## config.mk

```make
export PLATFORM = sky130hd
export DESIGN_NAME = beat_counter
export DESIGN_NICKNAME = d
export VERILOG_FILES = /design/src/logic/nasti_pkg.sv /design/src/logic/beat_counter.sv
export VERILOG_INCLUDE_DIRS = /design/src /design/src/logic
export SDC_FILE = /design/constraint.sdc
export NUM_CORES = 1
export LEC_CHECK = 0
export ABC_AREA = 1
export BUFFER_PORTS_ARGS = -buffer_cell sky130_fd_sc_hd__buf_2
export CAP_MARGIN = 25
export CORE_ASPECT_RATIO = 1.1
export CORE_MARGIN = 5
export CORE_UTILIZATION = 34
export CTS_CLUSTER_SIZE = 25
export DETAILED_ROUTE_END_ITERATION = 16
export SLEW_MARGIN = 5
export SYNTH_ARGS = -nofsm -noshare
export SYNTH_HDL_FRONTEND = slang
export SYNTH_SLANG_ARGS = --single-unit
```

## constraint.sdc

```tcl
create_clock -name mig_clk -period 1.35 [get_ports mig_clk]
set_input_delay 0.135 -clock mig_clk [delete_from_list [all_inputs] [get_ports mig_clk]]
set_output_delay 0.135 -clock mig_clk [all_outputs]
set_load 0.005 [all_outputs]
```

## src/logic/mem_settings.svh

```systemverilog
// address, data, id, burst length and block RAM width macros
`ifndef MEM_SETTINGS_SVH
`define MEM_SETTINGS_SVH

// physical address of the memory port
`define PADDR_WIDTH 32

// one data beat
`define MEM_DAT_WIDTH 64

// transaction id, echoed on b and r
`define MEM_TAG_WIDTH 4

`define LEN_WIDTH 8         // beats minus one

// byte address of the block RAM, 4 KB
`define BRAM_ADDR_WIDTH 12

`endif

```

## src/logic/nasti_pkg.sv

```systemverilog
// NASTI bus types for responses, burst lengths, ids, strobes and data beats
`include "mem_settings.svh"

package nasti_pkg;

   typedef logic [1:0] resp_t;

   localparam resp_t RESP_OKAY   = 2'b00;
   localparam resp_t RESP_SLVERR = 2'b10;   // w_last misplaced
   localparam resp_t RESP_DECERR = 2'b11;   // outside the block RAM

   // burst length, beats minus one
   typedef logic [`LEN_WIDTH-1:0] len_t;

   typedef logic [`MEM_TAG_WIDTH-1:0] id_t;

   // one strobe bit per data byte
   typedef logic [`MEM_DAT_WIDTH/8-1:0] strb_t;

   typedef logic [`MEM_DAT_WIDTH-1:0] data_t;

endpackage

```

## src/logic/beat_counter.sv

```systemverilog
// beat index within a burst and last-beat flag
`timescale 1ns/1ps
`include "mem_settings.svh"

module beat_counter (
   input  logic            mig_clk,
   input  logic            reset,
   input  logic            start,
   input  logic            step,
   input  nasti_pkg::len_t len,
   output nasti_pkg::len_t beat,
   output logic            last_beat
);
   import nasti_pkg::*;

   len_t beat_q;
   len_t len_q;   // captured burst length

   always_ff @(posedge mig_clk) begin
      if (reset) begin
         beat_q <= '0;
         len_q  <= '0;
      end else if (start) begin
         beat_q <= '0;
         len_q  <= len;
      end else if (step) begin
         beat_q <= beat_q + len_t'(1);
      end
   end

   assign beat      = beat_q;
   assign last_beat = beat_q == len_q;

endmodule

```

**Word-level counts from Yosys, hierarchy flattened**

Index checks and enable logic that the tools add are counted.

- Word-level logic and storage cells: 5
- Flip-flop bits (word level): 16

- Reduce and logical (&&, ||, !) cells: 1
- Add/sub/neg operators: 1
- Equal/unequal tests: 1

Operators by type and width:

| operator | count |
|---|---|
| adder 8 x 1 -> 8 bit (second input constant) | 1 |
| == test 8 bit | 1 |
| OR reduction 2 bit | 1 |

**Logic depth before layout (Yosys ltp)**

- Word-level depth: 1
- Depth in mapped cells: 6
- Gate-level depth less buffers: 6

**Worst setup path after synthesis**

OpenSTA, ideal clock, no wires.

- Kind: register to register
- Start: register beat_q[0], in the netlist beat[0]
- End: register beat_q[6], in the netlist beat[6]
- Period minus slack after synthesis: 1,079 ps
- Stages on the path, launching flop included: 7
- Required time: 1,235 ps
- Setup time: 115 ps
- Arrival: 964 ps
- Buffers on the path: 0
- Path slack: 271 ps
- Cell sequence: dfxtp_1 > ha_1 > nand2_1 > nor2_2 > nand3_1 > nand2_1 > nor2_1

- Cells in the longest elaborated chain, start to end: 1

RTL lines:

| element | RTL line | source |
|---|---|---|
| from (decl) | beat_counter.sv:16 | `len_t beat_q;` |
| from (signal assigned) | beat_counter.sv:27 | `beat_q <= beat_q + len_t'(1);` |
| adder 8 x 1 -> 8 bit | beat_counter.sv:27 |  |

No other way between the ends.
A chain may end at the register's enable or synchronous reset.

**Final worst setup path**

- Start: register beat_q[1], in the netlist beat[1]
- End: output last_beat

- Cells in the longest elaborated chain, start to end: 1

RTL lines:

| element | RTL line | source |
|---|---|---|
| == test 8 bit | beat_counter.sv:32 | `assign last_beat = beat_q == len_q;` |
| to (decl) | beat_counter.sv:12 | `output logic last_beat` |

No other way between the ends.

==> flow_summary_export.csv <==
group,metric,value,unit
synthesis,netlist_area,738,µm²
synthesis,synth_nets,116,
sta,setup_viol,0,
synthesis,seq_area_frac_synth,0.434,
clock_network,path_clk_slew,0.10,ns
global_route,grt_pass1_wl,2790,µm
clock_network,clock_latency,0.29,ns
layout,fin_util,0.458,
synthesis,ys_ff_latch,16,
critical_path,crit_type,"flop to output port",
critical_path,cp_top_family,"flip-flops",
die,die_h,58.9,µm
sta,tightest_slew,0.261,ns
clock_network,h-tree-depth,1,
die,pin_count,21,
synthesis,synthCells,103,
sta,drv_slew,0,
critical_path,ff2ff_path_depth,6,
global_route,grt_pass1_vias,666,
critical_path,path_depth,5,
global_route,grt_max_degree,11,
critical_path,timing.rr.end,"beat[4]$_SDFFE_PP0P_",
min_path,hold_depth,3,
status,status,"complete, no violations",
power_and_ir_drop,powerDensity,972,nW/µm²
global_route,antenna_found_initial,0,
sta,tns,0,ns
global_route,track_usage,0.116,
clock_network,cts_buffer_depth,2,
critical_path,cpPeakStageDelay,0.36,ns
clock_network,postCtsHoldBufs,0,
clock_network,numCtsBuffers,3,
die,rows,17,
layout,area_growth,26.6,%
sta,slew_headroom,0.826,
critical_path,crit_slowest_cell,"dfxtp_4",
layout,nets,143,
critical_path,crit_buf_inv,1,
power_and_ir_drop,peakVddDrop,508,µV
sta,finalWorstSetupSlack,0.00157,ns
place,io_buffers,20,
synthesis,synth_cell_types,16,
layout,layout-drive-gt1-share,0.271,
die,dieArea,3200,µm²
layout,num_antenna_cells,0,
clock_network,cts_root_buffer,"clkbuf_4",
drt,first_pass_iters,4,
sta,post-route-min-period,1.35,ns
sta,fin_crit_sh,0.999,
layout,nFillCells,226,
job,maxCapViolCount,0,
critical_path,startpoint_type,"flop",
critical_path,worstPathRequired,1.22,ns
global_route,gr-total-overflow,0,
power_and_ir_drop,total_leakage_power,0.463,nW
sta,hold_viol,0,
place,gp_congestion,0.772,
critical_path,worst_r2r_startpoint,"beat[1]$_SDFFE_PP0P_",
synthesis,yosys_warnings,0,
critical_path,startpoint,"beat[1]$_SDFFE_PP0P_",
layout,multiInputGateArea,373,µm²
layout,seqCellArea,330,µm²
die,die_w,54.4,µm
die,design.core.area,2040,µm²
sta,rsz0062_at_grt,"yes",
critical_path,path_common_cell,"nor2_1",
place,dp_slack,0.169,ns
power_and_ir_drop,total_power,908,µW
drt,drc,0,
drt,wl_per_cell,9.73,µm
clock_network,clkSinkCount,16,
critical_path,worstPathArrival,1.21,ns
drt,via_count,702,
critical_path,cp-endpoint,"last_beat",
drt,via_per_inst,4.47,
drt,ant_nets,0,
drt,wl,1530,µm
place,hpwlAfterDp,1190,µm
sta,fmax,742,MHz
critical_path,r2r_slack,0.17,ns
critical_path,crit_chain,"xor2_1 > nor2_1 > nand2_1 > nor2_1 > buf_2",
clock_network,tritoncts,"built",
die,start_util,0.362,
critical_path,path_max_fanout,2,
min_path,hold_path_class,"input pin to flop",
critical_path,endpoint_kind,"output port",
synthesis,avgSynthCellArea,7.17,µm²
drt,drt_iter0_markers,8,
sta,skew,0.00803,ns
## per-layer routing
metal  GRT usage  wire [µm]  vias up
li1            -          -      381
met3      0.0278         97        2
met5           0          0        -
met4      0.0605         13        0
met2       0.185        706       18
met1       0.141        709      301
## worst min-delay path by stage
stage	from	endpoint	slack [ns]
2_1_floorplan	step	beat[0]$_SDFFE_PP0P_	0.22
6_report	len[4]	len_q[4]$_SDFFE_PP0P_	0.07
3_3_place_gp	len[5]	len_q[5]$_SDFFE_PP0P_	0.36
4_1_cts	len[5]	len_q[5]$_SDFFE_PP0P_	0.06
3_5_place_dp	len[5]	len_q[5]$_SDFFE_PP0P_	0.36
5_1_grt	len[4]	len_q[4]$_SDFFE_PP0P_	0.06
## layout by cell type (no fill, tap or decap), drive strengths merged
cell / count
nor2: 25
buf: 22
nand2: 18
dfxtp: 16
inv: 12
o21ai: 10
a21oi: 8
xor2: 6
clkbuf: 4
nor3: 3
nand3: 2
mux2i: 1
nand4: 1
ha: 1
## Yosys cell counts
master | number | share of area
o21ai_0 | 10 | 0.068
nor2_4 | 1 | 0.015
nor2_2 | 2 | 0.017
nor3_1 | 3 | 0.020
ha_1 | 1 | 0.017
inv_2 | 1 | 0.0051
nand4_1 | 1 | 0.0085
mux2i_1 | 1 | 0.014
nand2_1 | 17 | 0.086
nand2_2 | 1 | 0.0085
dfxtp_1 | 16 | 0.43
a21oi_1 | 8 | 0.054
nand3_1 | 2 | 0.014
inv_1 | 11 | 0.056
xor2_1 | 6 | 0.071
nor2_1 | 22 | 0.11
## state kept, by name, indices dropped and copies added, names as in the netlist
signal / cells
len_q: 8
beat: 8
## final cells by class
cell class,instances,share of cell area
tap,28,0.0375
multi-input combinational,75,0.399
clock buffer,4,0.0388
inverter,12,0.0482
sequential,16,0.353
timing repair buffer,22,0.123
## metrics by stage
step | instances | hold WS, ns | instance area (µm²)
2_1_floorplan | 103 | 0.224 | 738
6_report | 157 | 0.0668 | 935
3_3_place_gp | 152 | 0.356 | 881
4_1_cts | 157 | 0.0590 | 932
3_5_place_dp | 152 | 0.364 | 881
5_1_grt | 157 | 0.0599 | 935
## cells by family (layout without fill, tap and decap cells)
group	after synthesis	count (layout)	share of synthesized area
DFF	16	16	0.434
adders and majority gates	1	1	0.0169
buffers and inverters	12	38	0.0610
muxes	1	1	0.0136
AOI/OAI and AO/OA	18	18	0.122
xor gates and xnor gates	6	6	0.0712
and+or+nand+nor	49	49	0.281
## power by group
group	internal, mW	switching (mW)	total [mW]
clock network	0.164	0.155	0.319
logic	0.0410	0.0488	0.0898
registers	0.487	0.0123	0.499
total	0.692	0.216	0.908
## tightest hold or removal path, cell delays in order
cell    delay (ns)
buf_2         0.08
nor2_1        0.03
nor2_1        0.08
## timing repair
item / CTS / global route
pin swaps: 1 / 1
endpoints found under the setup margin: 1 / 1
buffers inserted: 1 / 0
cloned: 0 / 0
gates resized for setup: 5 / 1
(Power assumes the default switching activity.)
