==> src/logic/mem_settings.svh <==
// address, data, id, burst length and block RAM width macros
`ifndef MEM_SETTINGS_SVH
`define MEM_SETTINGS_SVH

// physical address of the memory port
`define PADDR_WIDTH 32

// one data beat
`define MEM_DAT_WIDTH 64

// transaction id, echoed on b and r
`define MEM_TAG_WIDTH 4

`define LEN_WIDTH 8         // beats minus one

// byte address of the block RAM, 4 KB
`define BRAM_ADDR_WIDTH 12

`endif

==> src/logic/nasti_pkg.sv <==
// NASTI bus types for responses, burst lengths, ids, strobes and data beats
`include "mem_settings.svh"

package nasti_pkg;

   typedef logic [1:0] resp_t;

   localparam resp_t RESP_OKAY   = 2'b00;
   localparam resp_t RESP_SLVERR = 2'b10;   // w_last misplaced
   localparam resp_t RESP_DECERR = 2'b11;   // outside the block RAM

   // burst length, beats minus one
   typedef logic [`LEN_WIDTH-1:0] len_t;

   typedef logic [`MEM_TAG_WIDTH-1:0] id_t;

   // one strobe bit per data byte
   typedef logic [`MEM_DAT_WIDTH/8-1:0] strb_t;

   typedef logic [`MEM_DAT_WIDTH-1:0] data_t;

endpackage

==> src/logic/burst_fsm.sv <==
// write and read burst sequencing and all channel handshakes
`timescale 1ns/1ps
`include "mem_settings.svh"

module burst_fsm (
   input  logic              mig_clk,
   input  logic              reset,
   input  logic              aw_valid,
   output logic              aw_ready,
   input  nasti_pkg::id_t    aw_id,
   input  logic              w_valid,
   output logic              w_ready,
   input  logic              w_last,
   output logic              b_valid,
   input  logic              b_ready,
   output nasti_pkg::id_t    b_id,
   output nasti_pkg::resp_t  b_resp,
   input  logic              ar_valid,
   output logic              ar_ready,
   input  nasti_pkg::id_t    ar_id,
   output logic              r_valid,
   input  logic              r_ready,
   output nasti_pkg::id_t    r_id,
   output nasti_pkg::resp_t  r_resp,
   output logic              r_last,
   input  logic              last_beat,
   input  logic              in_region,
   output logic              start,
   output logic              step,
   output logic              is_write,
   output logic              ram_en,
   output logic              ram_we
);
   import nasti_pkg::*;

   localparam logic [2:0] S_IDLE   = 3'd0;
   localparam logic [2:0] S_WDATA  = 3'd1;
   localparam logic [2:0] S_WRESP  = 3'd2;
   localparam logic [2:0] S_RISSUE = 3'd3;   // RAM line presented
   localparam logic [2:0] S_RDATA  = 3'd4;

   logic [2:0] state, next_state;
   logic       wlast_err;
   logic       w_fire, r_fire;
   id_t        id_q;

   assign w_fire = (state == S_WDATA) && w_valid;
   assign r_fire = (state == S_RDATA) && r_ready;

   assign aw_ready = state == S_IDLE;
   assign ar_ready = (state == S_IDLE) && !aw_valid;   // write wins a tie
   assign start    = (state == S_IDLE) && (aw_valid || ar_valid);
   assign is_write = (state == S_IDLE) ? aw_valid : (state == S_WDATA || state == S_WRESP);

   assign w_ready = state == S_WDATA;
   assign step    = w_fire || r_fire;
   assign ram_en  = w_fire || (state == S_RISSUE);
   assign ram_we  = w_fire && in_region;   // DRAM space writes are dropped

   assign b_valid = state == S_WRESP;
   assign b_id    = id_q;
   assign b_resp  = !in_region ? RESP_DECERR : (wlast_err ? RESP_SLVERR : RESP_OKAY);

   assign r_valid = state == S_RDATA;
   assign r_id    = id_q;
   assign r_resp  = in_region ? RESP_OKAY : RESP_DECERR;
   assign r_last  = r_valid && last_beat;

   always_comb begin
      next_state = state;
      case (state)
         S_IDLE: begin
            if (aw_valid)
               next_state = S_WDATA;
            else if (ar_valid)
               next_state = S_RISSUE;
         end
         S_WDATA:  if (w_valid && last_beat) next_state = S_WRESP;
         S_WRESP:  if (b_ready) next_state = S_IDLE;
         S_RISSUE: next_state = S_RDATA;
         S_RDATA:  if (r_ready) next_state = last_beat ? S_IDLE : S_RISSUE;
         default:  next_state = S_IDLE;
      endcase
   end

   always_ff @(posedge mig_clk) begin
      if (reset) begin
         state     <= S_IDLE;
         wlast_err <= 1'b0;
      end else begin
         state <= next_state;
         if (start)
            wlast_err <= 1'b0;
         else if (w_fire && (w_last != last_beat))
            wlast_err <= 1'b1;   // sticky until the response
      end
   end

   always_ff @(posedge mig_clk) begin
      if (start)
         id_q <= aw_valid ? aw_id : ar_id;
   end

endmodule

==> config.mk <==
export PLATFORM = sky130hd
export DESIGN_NAME = burst_fsm
export DESIGN_NICKNAME = d
export VERILOG_FILES = /design/src/logic/nasti_pkg.sv /design/src/logic/burst_fsm.sv
export VERILOG_INCLUDE_DIRS = /design/src /design/src/logic
export SDC_FILE = /design/constraint.sdc
export NUM_CORES = 1
export LEC_CHECK = 0
export ABC_AREA = 1
export BUFFER_PORTS_ARGS = -buffer_cell sky130_fd_sc_hd__buf_2
export CAP_MARGIN = 20
export CORE_MARGIN = 1.5
export CORE_UTILIZATION = 30
export CTS_BUF_LIST = sky130_fd_sc_hd__clkbuf_16
export DETAILED_ROUTE_END_ITERATION = 7
export HOLD_SLACK_MARGIN = 0.02
export MAX_ROUTING_LAYER = met4
export PLACE_DENSITY = 0.71
export RECOVER_POWER = 25
export SETUP_SLACK_MARGIN = 0.1
export SYNTH_ARGS = -nofsm -noshare
export SYNTH_HDL_FRONTEND = slang
export SYNTH_SLANG_ARGS = --single-unit
==> constraint.sdc <==
create_clock -name mig_clk -period 2.2 [get_ports mig_clk]
set_input_delay 0.33 -clock mig_clk [delete_from_list [all_inputs] [get_ports mig_clk]]
set_output_delay 0.33 -clock mig_clk [all_outputs]
set_load 0.02 [all_outputs]
After elaboration in Yosys (flattened, before gate mapping). Cells that the tools add are included.

Bits in registers: 8. Output and inout bits: 23.

Eq/ne operators: 9. Multiplexer cells: 12. Reduce and logical (&&, ||, !) cells: 16.

Operator list (count): $mux W3 (5); $pmux W3 S5 (1); $logic_and A1 B1 Y1 (8); $mux W2 (4); $eq A3 B2 Y1 const B (2); $ne A2 B1 Y1 const B (3); $logic_or A1 B1 Y1 (4); $mux W4 (1); $reduce_and A4 Y1 (1); $eq A3 B1 Y1 const B (1); $eq A3 B3 Y1 const B (1); $logic_not A3 Y1 (1); $ne A3 B2 Y1 const B (1); $reduce_or A2 Y1 (1); $logic_not A1 Y1 (1); $mux W1 (1); $ne A1 B1 Y1 (1).

Depth between registers and ports, before layout.
Depth in word-level cells: 3. Mapped depth: 10.

Worst setup path after synthesis. Ideal clock, no wire load.

Path kind: register to output. From: register state[2]. To: output ram_we. Arrival: 1.263 ns. Slack: 0.607 ns. Cell stages (with the launch flop): 5. Buffers on the path: 1. Path through: dfxtp_1 -> buf_4 -> nor3_2 -> nand2_1 -> nor2_1.

Word-level cells in the longest chain between the ends: 3.

RTL lines: start, declared (RTL line burst_fsm.sv:42) `logic [2:0] state, next_state;`; start signal, assigned (RTL line burst_fsm.sv:91) `state <= next_state;`; $eq A3 B1 Y1; via w_ready (RTL line burst_fsm.sv:12) `output logic w_ready,`; $logic_and A1 B1 Y1 (RTL line burst_fsm.sv:47) `assign w_fire = (state == S_WDATA) && w_valid;`; $logic_and A1 B1 Y1 (RTL line burst_fsm.sv:58) `assign ram_we = w_fire && in_region;`; end, declared (RTL line burst_fsm.sv:32) `output logic ram_we`.

The timed path passes the listed nets, and every way through them passes these cells.

Final worst setup path.
From: register state[0]. To: output start.

Word-level cells in the longest chain between the ends: 2.

RTL lines: $logic_not A3 Y1 (RTL line burst_fsm.sv:52) `assign start = (state == S_IDLE) && (aw_valid || ar_valid);`; $logic_and A1 B1 Y1 (RTL line burst_fsm.sv:52); end, declared (RTL line burst_fsm.sv:28) `output logic start,`.

No other way between the ends.

==> results.cfg <==
[floorplanning]
die_area_um2 = 2320
die_h_um = 48.2
chipWidth_um = 48.2
initial_core_util_pct = 31.5
core-area_um2 = 1940
pin_count = 41
rows = 16

[synth]
syn-num-nets = 105
synth_top_area_cell = edfxtp_1
syn_area_um2 = 612
async_flop_share_pct = 0
synth_edf_count = 4
ys_warn_count = 0
synth_area_leaders = edfxtp_1 20%, nand2_1 14%, dfxtp_1 13%
ys_types = 23
avgSynthCellArea_um2 = 7.03
post_synth_most_frequent_cells = 23 x nand2_1, 10 x inv_1, 9 x nor2_1
syn_inst = 87
ys_seq_area_share_pct = 32.7
synthFlopType = edfxtp_1
ys_ff_latch = 8
yosysMostFrequentCell = nand2_1
synth_top_area_share_pct = 19.6

[grt]
grt-ovfl-total = 0
grt_pass1_vias = 467
antenna_found_initial = 0
track_usage_pct = 11.8
grt_start_max_net_pins = 9
grt_pass1_wl_um = 1830

[drt]
drt-vias-per-instance = 4.26
drt-total-wl_um = 1310
ant_nets = 0
drtIter0Drc = 18
drt-pass1-iter-count = 4
drc = 0
vias = 635
avgRoutedWirePerCell_um = 8.81

[sta]
min_period_ps = 1700
finalHoldViolations = 0
rsz0062_at_grt = no
hold_slack_ps = 284
tightest_slew_ps = 350
maxSlewViolCount = 0
fin_crit_sh_pct = 77.3
relSlewSlack_pct = 76.7
setup-violations-final = 0
clock_skew_ps = 0.979
fin_setup_tns_ps = 0
max_freq_mhz = 588

[final_layout]
stdcell_area_um2 = 851
n_fill_cell = 208
regArea_um2 = 200
stdcell_count = 149
diodes = 0
nets = 141
post-route-util_pct = 43.8
syn2layout_area_growth_pct = 39.1
multiInputGateArea_um2 = 294
drive_above_1_share_pct = 45.9

[placed_design]
placed_cells = 145
gp_congestion = 0.864
postPlaceCellArea_um2 = 777
port_buffers = 40
hpwl_um = 1110

[cts]
ctsResizeCount = 0
ctsLongestPathBuffers = 2
ctsHoldBuffers = 0
cts_tree = yes
cts_setup_buffers = 0
cts_buffers = 3
cts-root-buf = clkbuf_16
cts.sink_count = 8
htree_levels = 1
clkTransAtPathRegs_ps = 40
insertion_delay_ps = 230

[worst_setup_path]
critPathLaunchType = flop
reg2reg_depth = 5
crit_arrival_ps = 1370
path_class = reg -> out
cp-end-kind = output port
path_max_fanout = 8
cp.required_ps = 1870

[power_and_ir_drop]
clkPwrFrac_pct = 25.5
netSwitchingFraction_pct = 45.2
intPower_w = 0.000656
ir_drop_mv = 0.496
leakage_nw = 0.473
switching_power_w = 0.000541
comb_power_share_pct = 52.0
p_per_area_nw_per_um2 = 1410
p_seq_share_pct = 22.4

[hold_path]
hold_class = in -> reg
holdPathStages = 2

[run]
drv_cap = 0

[outcome]
outcome = completed
critical path, cell delays in order, from the launching register on:
cell	delay, ps
dfxtp_1	380
inv_2	100
nand2_2	80
nor2_1	140
o21ai_2	80
inv_1	160
buf_2	190
power by group through the flow:
stage	clock [W]	sequential, W	combinational (W)
5_1_grt	0.000319	0.000279	0.000682
4_1_cts	0.000310	0.000268	0.000628
6_report	0.000306	0.000269	0.000623
2_1_floorplan	0	0.000283	0.000490
3_5_place_dp	0	0.000271	0.000626
3_3_place_gp	0	0.000269	0.000623
worst paths after layout:
kind / start / endpoint / slack (ps)
setup / recovery: state[0]$_SDFFE_PP0P_ / start / 500
hold / removal: reset / state[2]$_SDFFE_PP0P_ / 280
setup reg to reg: state[0]$_SDFFE_PP0P_ / b_id[2]$_DFFE_PP_ / 950
hold reg to reg: wlast_err$_SDFFE_PP0P_ / wlast_err$_SDFFE_PP0P_ / 460
cells by family after synthesis:
| logic type | Yosys count | share of synthesized area, % |
|---|---|---|
| and+or+nand+nor | 49 | 39.7 |
| buffers and inverters | 22 | 19.2 |
| DFF | 8 | 32.7 |
| AOI/OAI and AO/OA | 7 | 6.95 |
| xor gates and xnor gates | 1 | 1.43 |
cell usage in the layout, fill, tap and decap left out, types with 4 or more instances in the layout:
cell	netlist	final
buf_2	0	36
clkbuf_1	0	4
dfxtp_1	4	4
edfxtp_1	4	4
inv_1	10	11
nand2_1	23	23
nand2_2	4	4
nor2_1	9	9
through the flow:
stage	power, W	worst slack [ps]
6_report	0.00120	499
3_5_place_dp	0.000897	761
2_1_floorplan	0.000773	607
3_3_place_gp	0.000892	768
5_1_grt	0.00128	435
4_1_cts	0.00121	511
layer usage:
layer,global-route usage [%],vias to the layer above,share of wire [%]
met2,21.6,26,55
met4,1.62,0,0.76
li1,-,332,-
met5,-,-,0
met3,4.44,2,5.1
met1,12.0,275,39
registers in the layout, summed over array words and instances (netlist names):
register and cells:
state 3, wlast_err 1, b_id 4
area by class of cell:
type	instances	area share (%)
clock inverters	1	0.441
clock buffers	3	8.82
inverters	13	5.74
flip-flops and latches	8	23.5
repair buffers	40	22.9
well taps	27	3.97
multi-input cells	57	34.6
Note: power is estimated with default switching activity, not from simulation.
