==> src/logic/mem_settings.svh <==
// address, data, id, burst length and block RAM width macros
`ifndef MEM_SETTINGS_SVH
`define MEM_SETTINGS_SVH

// physical address of the memory port
`define PADDR_WIDTH 32

// one data beat
`define MEM_DAT_WIDTH 64

// transaction id, echoed on b and r
`define MEM_TAG_WIDTH 4

`define LEN_WIDTH 8         // beats minus one

// byte address of the block RAM, 4 KB
`define BRAM_ADDR_WIDTH 12

`endif

==> src/logic/nasti_pkg.sv <==
// NASTI bus types for responses, burst lengths, ids, strobes and data beats
`include "mem_settings.svh"

package nasti_pkg;

   typedef logic [1:0] resp_t;

   localparam resp_t RESP_OKAY   = 2'b00;
   localparam resp_t RESP_SLVERR = 2'b10;   // w_last misplaced
   localparam resp_t RESP_DECERR = 2'b11;   // outside the block RAM

   // burst length, beats minus one
   typedef logic [`LEN_WIDTH-1:0] len_t;

   typedef logic [`MEM_TAG_WIDTH-1:0] id_t;

   // one strobe bit per data byte
   typedef logic [`MEM_DAT_WIDTH/8-1:0] strb_t;

   typedef logic [`MEM_DAT_WIDTH-1:0] data_t;

endpackage

==> src/logic/bram_pkg.sv <==
// block RAM line index type and the two-way decoded address union
`include "mem_settings.svh"

package bram_pkg;

   localparam int LINE_OFFSET = $clog2(`MEM_DAT_WIDTH / 8);    // byte within a line
   localparam int TAG_WIDTH   = `PADDR_WIDTH - `BRAM_ADDR_WIDTH;

   typedef logic [`BRAM_ADDR_WIDTH-LINE_OFFSET-1:0] line_t;

   // address as seen by the RAM
   typedef struct packed {
      logic [TAG_WIDTH-1:0]   upper;
      line_t                  line;
      logic [LINE_OFFSET-1:0] offset;
   } ram_view_t;

   // address as seen by the region split
   typedef struct packed {
      logic [TAG_WIDTH-1:0]        tag;     // nonzero means DRAM space
      logic [`BRAM_ADDR_WIDTH-1:0] offset;
   } region_view_t;

   typedef union packed {
      ram_view_t    ram;
      region_view_t region;
   } bram_addr_u;

endpackage

==> src/logic/beat_address.sv <==
// burst base register, region decode and per-beat line index
`timescale 1ns/1ps
`include "mem_settings.svh"

module beat_address (
   input  logic                    mig_clk,
   input  logic                    reset,
   input  logic                    start,
   input  logic [`PADDR_WIDTH-1:0] addr,
   input  nasti_pkg::len_t         beat,
   output bram_pkg::line_t         line,
   output logic                    in_region
);
   import bram_pkg::*;

   bram_addr_u base_q;

   always_ff @(posedge mig_clk) begin
      if (reset)
         base_q <= '0;
      else if (start)
         base_q <= addr;
   end

   // anything above the RAM window belongs to DRAM
   assign in_region = base_q.region.tag == '0;

   // incrementing burst that wraps at the end of the RAM
   assign line = base_q.ram.line + line_t'(beat);

endmodule

==> config.mk <==
export PLATFORM = sky130hd
export DESIGN_NAME = beat_address
export DESIGN_NICKNAME = d
export VERILOG_FILES = /design/src/logic/nasti_pkg.sv /design/src/logic/bram_pkg.sv /design/src/logic/beat_address.sv
export VERILOG_INCLUDE_DIRS = /design/src /design/src/logic
export SDC_FILE = /design/constraint.sdc
export NUM_CORES = 1
export LEC_CHECK = 0
export BUFFER_PORTS_ARGS = -buffer_cell sky130_fd_sc_hd__buf_2
export CORE_AREA = 5 5 60 62
export DETAILED_ROUTE_END_ITERATION = 6
export DIE_AREA = 0 0 65 67
export PLACE_DENSITY = 0.77
export RECOVER_POWER = 50
export REMOVE_ABC_BUFFERS = 1
export SYNTH_ARGS = -nofsm -noshare
export SYNTH_HDL_FRONTEND = slang
export SYNTH_SLANG_ARGS = --single-unit
==> constraint.sdc <==
create_clock -name mig_clk -period 2.3 [get_ports mig_clk]
set_input_delay 0.23 -clock mig_clk [delete_from_list [all_inputs] [get_ports mig_clk]]
set_output_delay 0.23 -clock mig_clk [all_outputs]
set_load 0.005 [all_outputs]
## Word level (Yosys, flattened, before mapping)

Cells that the tools add are included.

| storage, ports and cells | value |
|---|---|
| flip-flop bits (word level) | 32 |
| memories kept | 0 |
| word-level logic and storage cells | 3 |
| input bits | 43 |
| memory bits (writable) | 0 |
| output and inout port bits | 10 |
| bits in read-only memories | 0 |
| bits in latches | 0 |

| operators by class | value |
|---|---|
| equal/unequal tests | 0 |
| shifts and indexed selects | 0 |
| multipliers | 0 |
| $add $sub $neg | 1 |
| reductions and logical operators | 1 |
| multiplexer cells | 0 |
| bitwise operators | 0 |
| divide/modulo/power cells | 0 |
| magnitude comparators | 0 |

Operator list:

| kind | number |
|---|---|
| 20-bit zero test | 1 |
| 9-bit by 8-bit adder with 9-bit output | 1 |

## Logic depth before layout (Yosys ltp)

Gate-level depths: netlist (run 1).

| logic depth | value |
|---|---|
| word-level depth | 1 |
| mapped depth | 6 |
| gate-level depth less buffers | 6 |

## Least setup slack after synthesis (run 1)

No wires, ideal clock.

| timing | value |
|---|---|
| path kind | flip-flop to output port |
| from | reg base_q[3] (netlist bit) |
| to | out line[6] |
| path slack | 0.497 ns |
| path buffers | 0 |
| data required time | 2.070 ns |
| data arrival time | 1.573 ns |
| cell stages (with the launch flop) | 7 |
| path through | dfxtp_1 ha_1 fa_1 a21o_1 a21oi_2 o21ai_0 xor2_1 |

| on the way | value |
|---|---|
| word-level cells in the longest chain between the ends | 1 |

RTL lines:

| what | RTL line | text |
|---|---|---|
| start, declared | beat_address.sv:16 | `bram_addr_u base_q;` |
| start signal, assigned | beat_address.sv:22 | `base_q <= addr;` |
| 9-bit by 8-bit adder with 9-bit output | beat_address.sv:29 | `assign line = base_q.ram.line + line_t'(beat);` |
| end, declared | beat_address.sv:11 | `output bram_pkg::line_t line,` |

No other way between the ends.

## Worst setup path after layout (run 1)

Same ends and word-level chain as after synthesis.

==> results of run 1 <==
path summary, 6_finish.rpt:
kind | from | end | slack, ns | cells past startpoint
worst max-delay path | base_q[3]$_SDFFE_PP0P_ | line[6] | 0.12 | 7
worst min-delay path | addr[21] | base_q[21]$_SDFFE_PP0P_ | 0.14 | 3
worst max register to register | base_q[4]$_SDFFE_PP0P_ | base_q[4]$_SDFFE_PP0P_ | 1.62 | 2
worst min register to register | base_q[17]$_SDFFE_PP0P_ | base_q[17]$_SDFFE_PP0P_ | 0.50 | 2
cells by family after synthesis:
logic type / Yosys count / share of synthesized area, %
AO/OA/AOI/OAI: 14 / 7.37
buffers and inverters: 7 / 2.61
adder cells (fa/ha/maj): 9 / 8.63
flip-flops: 29 / 41.7
AND/OR/NAND/NOR: 46 / 14.3
XOR/XNOR: 6 / 3.78
multiplexers: 30 / 21.6
routing by layer:
metal / vias up / GRT usage, %
met3: 9 / 6.07
met1: 522 / 15.4
met2: 48 / 26.6
li1: 595 / -
met5: - / 0
met4: 0 / 5.54
final cells by class:
type | count | share of cell area [%]
tap | 33 | 2.37
timing repair buffer | 51 | 14.9
clock buffer | 7 | 3.16
sequential | 29 | 33.4
multi-input combinational | 105 | 46.0
inverter | 1 | 0.216
where the power goes:
part	switching, W	leakage, nW	internal (W)
logic	0.000112	0.610	0.000121
clock network	0.000163	0.0314	0.000144
registers	0.0000172	0.240	0.000532
total	0.000293	0.882	0.000798
worst max-delay path: stages (launching register included):
cell and delay [ns]:
dfxtp_2 0.35, ha_4 0.17, fa_2 0.34, a21o_1 0.21
a21oi_4 0.18, o21ai_2 0.09, xor2_1 0.17, buf_2 0.13
Yosys cell counts, drive strengths merged:
library cell	number	area [um^2]
fa	1	20.0
dfxtp	29	581
a21o	2	15.0
xnor2	3	26.3
o31ai	1	12.5
nor4	5	31.3
a211oi	1	12.5
o21a	1	7.51
clkbuf	2	7.51
a21oi	5	28.8
nand3	2	10.0
nand2	5	18.8
o21ai	2	10.0
ha	8	100
xor2	3	26.3
nor3	2	10.0
and4b	1	10.0
buf	4	25.0
mux2i	30	300
nor2b	1	6.26
nor2	30	113
o21bai	1	7.51
inv	1	3.75
a221oi	1	8.76
what timing repair did:
item | in CTS | in global routing
resized for setup | 3 | 4
pin swaps | 1 | 1
buffers inserted | 1 | 1
endpoints found under the setup margin | 2 | 3
metrics by stage:
step / total power (W) / area (um^2) / cells
2_1_floorplan: 0.000682 / 1360 / 135
6_report: 0.00109 / 1740 / 226
5_1_grt: 0.00116 / 1740 / 226
3_5_place_dp: 0.000784 / 1650 / 217
4_1_cts: 0.00110 / 1720 / 225
3_3_place_gp: 0.000771 / 1650 / 217
==> run summary, run 1 <==
number of diodes added for antenna fixing: 0
top layer used by detailed routing: met4
Seq. cell area: 582 um^2
Post-CTS Hold Fix Bufs: 0
critical-path maximum fanout: 3
Post-DRT Antenna Nets: 0
latest clock arrival within the worst-skew pair: 0.32 ns
synthesis-stage register bit count: 29
setup repair after global routing missed its margin: false
commonest cells after routing, fill and taps aside: buf_2 (48), mux2i_1 (30), nor2_1 (30)
startpoint types: flop
die boundary height: 67 um
routed length on met1: 1.24 mm
number of hold violations in the final report: 0
Max H-tree Level: 2
# IOs: 53
final setup TNS: 0 ns
netlist area before placement: 1390 um^2
via count of the first global-routing pass: 1184
Detailed Route WL: 3.01 mm
post-synthesis sequential area ratio: 41.7%
DRC violation count after routing: 0
final routed wire length divided by cell count: 13.3 um
DP HPWL: 2.29 mm
number of iterations in the first detailed-routing pass: 4
filler cell count in the final layout: 281
number of buffers created by CTS: 5
Site Rows: 20
Final Max Slew Viols: 30
final hold slack: 0.138 ns
count of distinct cell types in the synthesized netlist: 26
number of synthesis warnings: 0
Worst slew margin: -32.3%
slew at the pin closest to its max-slew limit: 1.98 ns
overall fraction of global-route tracks in use: 14.8%
footprint of the multi-input gates: 801 um^2
largest registers: base_q (29)
Peak VDD IR: 0.330 mV
DRC violation total after the first TritonRoute iteration: 33
capturing element type of the critical path: primary output
peak clock frequency supported by timing: 0.459 GHz
nets@finish: 245
setup slack of the critical path after layout: 0.123 ns
mean instance size in the synthesized netlist: 9.87 um^2
dpl ws: 0.187 ns
Maximum Capacitance Violations: 1
final core utilization: 58.5%
wire length of the first global-routing pass: 4.90 mm
Post-Route Skew: 0 ns
final critical-path required period: 2.18 ns
core area: 2980 um^2
period utilization: 94.7%
width of the chip: 65 um
number of antenna violations at the first check in global routing: 0
Clock Pin Slew Worst Setup and Hold Paths: 0.09 ns
pin count of the biggest net entering global routing: 30
Biggest register: base_q
P per Cell Area: 626 nW/um^2
Via-to-Cell Ratio: 5.19
number of flip-flops in the largest register: 29
worst-case clock buffer depth: 2
number of failing setup endpoints in the final timing report: 0
die footprint: 4360 um^2
clk sink count: 29
clock tree from TritonCTS: built
initial core utilization: 46.7%
violated checks: capacitance limit, slew limit
clock tree root driver cell: clkbuf_4
leakage power: 0.882 nW
met2 WL: 1.41 mm
run status: complete, but fails checks
# port buffers: 49
CP arrival: 1.95 ns
total number of vias: 1174
data required time of the worst path: 2.07 ns
critical setup path kind: reg -> out
number of instances in the synthesized netlist: 141
area growth from synthesis to layout: 25.2%
gp weighted congestion: 0.786
leading cell type in the layout, fill and taps excluded: buf_2
fraction of layout instances using a drive strength above 1: 32.6%
class of the most critical hold timing path: in -> reg
remaining global-route overflow: 0
routed wire length on met3: 307 um
Note: power is estimated with default switching activity, not from simulation.
==> run 2: changes to the inputs <==
Settings changed: ABC_AREA set to 1, CORE_AREA 5 5 60 62 to 5 5 62 64, DIE_AREA 0 0 65 67 to 0 0 67 69, PLACE_DENSITY 0.77 to 0.74.
==> run 2 against run 1 <==
The flow now finishes without violations. Synthesized cell count up 49%. Total power down 2.9%. Clock skew unchanged. Critical path depth up 2. Cell count up 35%. Count of clock-buffer cells in the layout unchanged. Cell area up 0.93%. Die area up 6.2%. Utilization down 4.1 points. Critical path type unchanged. Critical endpoint is now line[8].
==> run summary, run 2 <==
run status: complete, no violations (was complete, but fails checks)
P per Cell Area: 602 nW/um^2 (was 626 nW/um^2)
switching pwr: 0.000290 W (was 0.000293 W)
# port buffers: 49 (unchanged)
proportion of register bits with asynchronous set or reset after synthesis: 0% (unchanged)
Post-Route Skew: 0 ns (unchanged)
leading cell type in the layout, fill and taps excluded: nand2_1 (was buf_2)
die footprint: 4620 um^2 (was 4360 um^2)
Via-to-Cell Ratio: 4.67 (was 5.19)
setup slack of the critical path after layout: 0.253 ns (was 0.123 ns)
number of diodes added for antenna fixing: 0 (unchanged)
class of the most critical hold timing path: in -> reg (unchanged)
most prevalent standard cell on the critical path: nand2_1
clock tree root driver cell: clkbuf_4 (unchanged)
Peak VDD IR: 0.330 mV (about the same)
post-synthesis sequential area ratio: 40.0% (was 41.7%)
total number of vias: 1419 (was 1174)
commonest cells after routing, fill and taps aside: nand2_1 (89), buf_2 (48), a21oi_1 (30) (was buf_2 (48), mux2i_1 (30), nor2_1 (30))
area growth from synthesis to layout: 21.0% (was 25.2%)
remaining global-route overflow: 0 (unchanged)
startpoint types: flop (unchanged)
DRC violation total after the first TritonRoute iteration: 40 (was 33)
most instantiated library cell after synthesis: nand2_1
gp weighted congestion: 0.717 (was 0.786)
capturing element type of the critical path: primary output (unchanged)
Max H-tree Level: 2 (unchanged)
# IOs: 53 (unchanged)
netlist area before placement: 1450 um^2 (was 1390 um^2)
Detailed Route WL: 3.06 mm (was 3.01 mm)
via count of the first global-routing pass: 1339 (was 1184)
Worst R2R Path Depth: 2 (unchanged)
final setup TNS: 0 ns (unchanged)
latest clock arrival within the worst-skew pair: 0.33 ns (was 0.32 ns)
Post-synth top flop: dfxtp_1 (unchanged)
Worst path slowest cell: fa_1 (was dfxtp_2)
top cell type by total area after synthesis: dfxtp_1 (unchanged)
number of failing setup endpoints in the final timing report: 0 (unchanged)
max incr delay on CP: 0.41 ns (was 0.35 ns)
number of antenna violations at the first check in global routing: 0 (unchanged)
Site Rows: 21 (was 20)
number of instances in the synthesized netlist: 210 (was 141)
placed instance area: 1700 um^2 (was 1650 um^2)
core area: 3230 um^2 (was 2980 um^2)
overall fraction of global-route tracks in use: 14.8% (about the same)
slew at the pin closest to its max-slew limit: 0.840 ns (was 1.98 ns)
cell internal power dissipation: 0.000769 W (was 0.000798 W)
critical path, cell by cell: ha_1 -> fa_1 -> nand2_1 -> nand2_1 -> nand3_1 -> nand2_1 -> nand2_1 -> nand2_1 -> buf_2 (was ha_4 -> fa_2 -> a21o_1 -> a21oi_4 -> o21ai_2 -> xor2_1 -> buf_2)
main area contributors after synthesis: dfxtp_1 (40%), nand2_1 (23%), a21oi_1 (10%), ha_1 (6.9%), nor2_1 (3.6%) (was dfxtp_1 (42%), mux2i_1 (22%), nor2_1 (8.1%), ha_1 (7.2%), nor4_1 (2.2%))
fraction of layout instances using a drive strength above 1: 21.3% (was 32.6%)
wire length of the first global-routing pass: 5.33 mm (was 4.90 mm)
period utilization: 89.0% (was 94.7%)
critical setup path kind: reg -> out (unchanged)
clk sink count: 29 (unchanged)
worst hold path stage count: 3 (unchanged)
data required time of the worst path: 2.07 ns (about the same)
DRC violation count after routing: 0 (unchanged)
synthesis-stage register bit count: 29 (unchanged)
number of synthesis warnings: 0 (unchanged)
portion of synthesized cell area occupied by the leading cell type: 40.0% (was 41.7%)
count of distinct cell types in the synthesized netlist: 19 (was 26)
nets@finish: 310 (was 245)
Post-DRT Antenna Nets: 0 (unchanged)
CP arrival: 1.82 ns (was 1.95 ns)
top cells by instance count after synthesis: nand2_1 (89), a21oi_1 (30), dfxtp_1 (29) (was mux2i_1 (30), nor2_1 (30), dfxtp_1 (29))
width of the chip: 67 um (was 65 um)
initial core utilization: 44.9% (was 46.7%)
leakage power: 0.887 nW (was 0.882 nW)
switching power share of the total: 27.4% (was 26.8%)
largest registers: base_q (29) (unchanged)
fin area: 1760 um^2 (was 1740 um^2)
DP HPWL: 2.26 mm (was 2.29 mm)
share of power burned in registers: 51.4% (was 50.4%)
number of iterations in the first detailed-routing pass: 4 (unchanged)
pin count of the biggest net entering global routing: 31 (was 30)
mean instance size in the synthesized netlist: 6.92 um^2 (was 9.87 um^2)
Maximum Capacitance Violations: 0 (was 1)
die boundary height: 69 um (was 67 um)
number of resized instances in the post-cts repair step: 0 (was 3)
critical-path maximum fanout: 3 (unchanged)
part of the power in combinational logic: 19.1% (was 21.4%)
Clock Pin Slew Worst Setup and Hold Paths: 0.08 ns (was 0.09 ns)
final critical-path required period: 2.05 ns (was 2.18 ns)
Biggest register: base_q (unchanged)
final routed wire length divided by cell count: 10.1 um (was 13.3 um)
Post-CTS Hold Fix Bufs: 0 (unchanged)
final core utilization: 54.4% (was 58.5%)
Final Max Slew Viols: 0 (was 30)
dpl ws: 0.548 ns (was 0.187 ns)
clock tree from TritonCTS: built (unchanged)
worst setup slack for register-to-register paths: 1.63 ns (was 1.62 ns)
Post-CTS Repair Setup Buffers: 0 (was 1)
setup repair after global routing missed its margin: false (unchanged)
number of buffers created by CTS: 5 (unchanged)
number of enable flip-flop cells after synthesis: 0 (unchanged)
number of hold violations in the final report: 0 (unchanged)
peak clock frequency supported by timing: 0.488 GHz (was 0.459 GHz)
Worst slew margin: 43.9% (was -32.3%)
number of flip-flops in the largest register: 29 (unchanged)
worst-case clock buffer depth: 2 (unchanged)
clock group share of total power: 29.5% (was 28.2%)
run 2: cell types whose count changed after synthesis, sizes merged, moves of 4 or more:
cell,change
inv,+12
nand3,+4
buf,+4
a21oi,+25
nand2,+84
nor2,-16
nor4,-5
mux2i,-30
run 2: worst paths after layout:
path	start	endpoint
max	base_q[3]$_SDFFE_PP0P_	line[8]
max reg2reg	base_q[11]$_SDFFE_PP0P_	base_q[11]$_SDFFE_PP0P_
min reg2reg	base_q[26]$_SDFFE_PP0P_	base_q[26]$_SDFFE_PP0P_
min	addr[31]	base_q[31]$_SDFFE_PP0P_
run 2: cells by family (layout without fill, tap and decap cells):
kind of cell	Yosys count	after routing	synth area share (%)
buffers and inverters	22	70	7.41
adder cells (fa/ha/maj)	9	9	8.27
AND/OR/NAND/NOR	116	116	31.7
flip-flops	29	29	40.0
XOR/XNOR	3	3	1.81
AO/OA/AOI/OAI	31	31	10.9
run 2: layout make-up:
class                           count  area, um^2
Inverter                           13        48.8
Fill cell                         367        1470
Tap cell                           46        57.6
Timing Repair Buffer               50         251
Multi-Input combinational cell    159         764
Clock buffer                        7        55.1
Sequential cell                    29         581
run 2: power groups by stage:
| stage | sequential (W) | combinational (W) | clock [W] |
|---|---|---|---|
| 2_1_floorplan | 0.000553 | 0.000117 | 0 |
| 3_3_place_gp | 0.000555 | 0.000202 | 0 |
| 3_5_place_dp | 0.000556 | 0.000206 | 0 |
| 4_1_cts | 0.000544 | 0.000206 | 0.000324 |
| 5_1_grt | 0.000548 | 0.000238 | 0.000346 |
| 6_report | 0.000544 | 0.000203 | 0.000312 |
run 2: critical path, delay by kind of cell (launching register included):
| family | cells | cell delay [ns] |
|---|---|---|
| flops | 1 | 0.32 |
| simple gates | 6 | 0.46 |
| fa+ha+maj | 2 | 0.61 |
| buf+inv | 1 | 0.11 |
run 2: stage by stage:
step	hold WS, ns	total power (W)	instances
finish	0.131	0.00106	304
global route	0.123	0.00113	304
CTS	0.118	0.00107	304
detailed placement	0.452	0.000762	297
global placement	0.448	0.000757	297
floorplan	0.299	0.000669	201
run 2: routing by layer:
layer | up-vias | share of wire, % | track usage (%)
li1 | 757 | - | -
met1 | 614 | 43 | 16.5
met2 | 41 | 47 | 24.2
met3 | 7 | 8.0 | 3.90
met4 | 0 | 2.3 | 9.46
met5 | - | 0 | 0
==> run 3: changes to the inputs <==
Clock period 2.3 ns to 2.1 ns, I/O delays scaled along.
==> run 3 against run 2 <==
Total power grew 14%. Die area is the same. Sequential power grew 9.6%. Largest cell class unchanged. Highest routed layer unchanged.
==> run summary, run 3 (synthesis gave the netlist of run 2 again) <==
Max H-tree Level: 2 (unchanged)
leakage power: 0.906 nW (was 0.887 nW)
start point of the critical path: base_q[3]$_SDFFE_PP0P_ (unchanged)
die footprint: 4620 um^2 (unchanged)
Cells after DPL: 298 (was 297)
latest clock arrival within the worst-skew pair: 0.31 ns (was 0.33 ns)
core area: 3230 um^2 (unchanged)
worst-case clock buffer depth: 2 (unchanged)
die boundary height: 69 um (unchanged)
number of iterations in the first detailed-routing pass: 4 (unchanged)
Biggest register: base_q (unchanged)
critical setup path kind: reg -> out (unchanged)
fraction of layout instances using a drive strength above 1: 24.8% (was 21.3%)
Post-Route Skew: 0 ns (unchanged)
Post-DRT Antenna Nets: 0 (unchanged)
Final Max Slew Viols: 0 (unchanged)
# IOs: 53 (unchanged)
DP HPWL: 2.31 mm (was 2.26 mm)
Detailed Route WL: 3.07 mm (was 3.06 mm)
number of antenna violations at the first check in global routing: 0 (unchanged)
part of the power in combinational logic: 19.0% (was 19.1%)
number of hold violations in the final report: 0 (unchanged)
clock group share of total power: 31.5% (was 29.5%)
Worst slew margin: 20.9% (was 43.9%)
final routed wire length divided by cell count: 9.96 um (was 10.1 um)
gp weighted congestion: 0.718 (was 0.717)
placed instance area: 1710 um^2 (was 1700 um^2)
Clock Pin Slew Worst Setup and Hold Paths: 0.09 ns (was 0.08 ns)
max incr delay on CP: 0.40 ns (was 0.41 ns)
number of diodes added for antenna fixing: 0 (unchanged)
Worst path slowest cell: fa_2 (was fa_1)
peak clock frequency supported by timing: 0.509 GHz
initial core utilization: 44.9% (unchanged)
critical-path maximum fanout: 3 (unchanged)
number of buffers created by CTS: 5 (unchanged)
period utilization: 93.6%
remaining global-route overflow: 0 (unchanged)
largest registers: base_q (29) (unchanged)
clk sink count: 29 (unchanged)
Peak VDD IR: 0.528 mV (was 0.330 mV)
most prevalent standard cell on the critical path: nand2_1 (unchanged)
slew at the pin closest to its max-slew limit: 1.19 ns (was 0.840 ns)
data required time of the worst path: 1.89 ns (was 2.07 ns)
width of the chip: 67 um (unchanged)
largest delay contributor family on the critical path: adder cells (unchanged)
class of the most critical hold timing path: in -> reg (unchanged)
number of flip-flops in the largest register: 29 (unchanged)
# port buffers: 49 (unchanged)
dpl ws: 0.387 ns (was 0.548 ns)
area growth from synthesis to layout: 24.5% (was 21.0%)
setup slack of the critical path after layout: 0.135 ns (was 0.253 ns)
leading cell type in the layout, fill and taps excluded: nand2_1 (unchanged)
overall fraction of global-route tracks in use: 14.4% (was 14.8%)
CP bufs+invs: 1 (unchanged)
switching pwr: 0.000323 W (was 0.000290 W)
fin area: 1810 um^2 (was 1760 um^2)
number of failing setup endpoints in the final timing report: 0 (unchanged)
share of power burned in registers: 49.5% (was 51.4%)
Post-CTS Hold Fix Bufs: 0 (unchanged)
pin count of the biggest net entering global routing: 31 (unchanged)
clock tree root driver cell: clkbuf_4 (unchanged)
clock tree from TritonCTS: built (unchanged)
switching power share of the total: 26.8% (was 27.4%)
Cell Count, Final, Fillers Out: 308 (was 304)
final critical-path required period: 1.96 ns
cell internal power dissipation: 0.000882 W (was 0.000769 W)
capturing element type of the critical path: primary output (unchanged)
startpoint of the worst hold path: addr[3] (was addr[31])
wire length of the first global-routing pass: 5.20 mm (was 5.33 mm)
Site Rows: 21 (unchanged)
critical path, cell by cell: ha_2 -> fa_2 -> nand2_2 -> nand2_2 -> nand3b_1 -> nand2_1 -> nand2_1 -> nand2_1 -> buf_2 (was ha_1 -> fa_1 -> nand2_1 -> nand2_1 -> nand3_1 -> nand2_1 -> nand2_1 -> nand2_1 -> buf_2)
via count of the first global-routing pass: 1335 (was 1339)
DRC violation total after the first TritonRoute iteration: 46 (was 40)
Via-to-Cell Ratio: 4.56 (was 4.67)
DRC violation count after routing: 0 (unchanged)
footprint of the multi-input gates: 779 um^2 (was 764 um^2)
startpoint of the most critical register-to-register path: base_q[3]$_SDFFE_PP0P_ (was base_q[11]$_SDFFE_PP0P_)
filler cell count in the final layout: 346 (was 367)
CP arrival: 1.75 ns (was 1.82 ns)
P per Cell Area: 666 nW/um^2 (was 602 nW/um^2)
commonest cells after routing, fill and taps aside: nand2_1 (87), buf_2 (48), a21oi_1 (30) (was nand2_1 (89), buf_2 (48), a21oi_1 (30))
Seq. cell area: 582 um^2 (was 581 um^2)
run status: complete, no violations (unchanged)
worst setup slack for register-to-register paths: 1.39 ns (was 1.63 ns)
startpoint types: flop (unchanged)
total number of vias: 1404 (was 1419)
nets@finish: 313 (was 310)
Maximum Capacitance Violations: 0 (unchanged)
[run 3: final cells by class]
| type | instances | area share, % |
|---|---|---|
| clock inverter | 1 | 0.277 |
| inverter | 13 | 2.70 |
| sequential | 29 | 32.2 |
| timing repair buffer | 53 | 14.9 |
| tap | 46 | 3.18 |
| clock buffer | 7 | 3.60 |
| multi-input combinational | 159 | 43.1 |
[run 3: power by group through the flow]
stage | logic (W) | registers [W] | clock network, W
floorplan | 0.000128 | 0.000605 | 0
global placement | 0.000223 | 0.000608 | 0
detailed placement | 0.000227 | 0.000609 | 0
CTS | 0.000228 | 0.000596 | 0.000392
global route | 0.000270 | 0.000600 | 0.000423
finish | 0.000229 | 0.000596 | 0.000380
[run 3: through the flow]
step	power (W)	util [%]	TNS [ns]	hold slack, ns
CTS	0.00122	55.1	0	0.107
detailed placement	0.000836	53.0	0	0.452
global placement	0.000831	53.0	0	0.448
finish	0.00120	55.9	0	0.119
floorplan	0.000733	-	0	0.279
global route	0.00129	55.9	-0.00884	0.0949
[run 3: what timing repair did]
| action | 4_1_cts | 5_1_grt |
|---|---|---|
| setup endpoints to repair | 0 | 3 |
| buffers inserted | 0 | 2 |
| resized for setup | 0 | 6 |
[run 3: per-layer routing]
layer	wire [um]	track usage (%)
met5	0	0
met1	1290	14.9
met3	232	6.49
met4	37	4.73
met2	1510	25.1
[run 3: worst paths after layout]
kind | to | cells past startpoint
setup / recovery | line[6] | 9
hold / removal | base_q[3]$_SDFFE_PP0P_ | 3
setup reg to reg | base_q[3]$_SDFFE_PP0P_ | 3
hold reg to reg | base_q[25]$_SDFFE_PP0P_ | 2
[run 3: worst reg2reg max path, delay by kind of cell (launching register included)]
kind / cells / cell delay, ns
flops: 1 / 0.33
buf+inv: 1 / 0.12
compound gates: 1 / 0.08
simple gates: 1 / 0.06
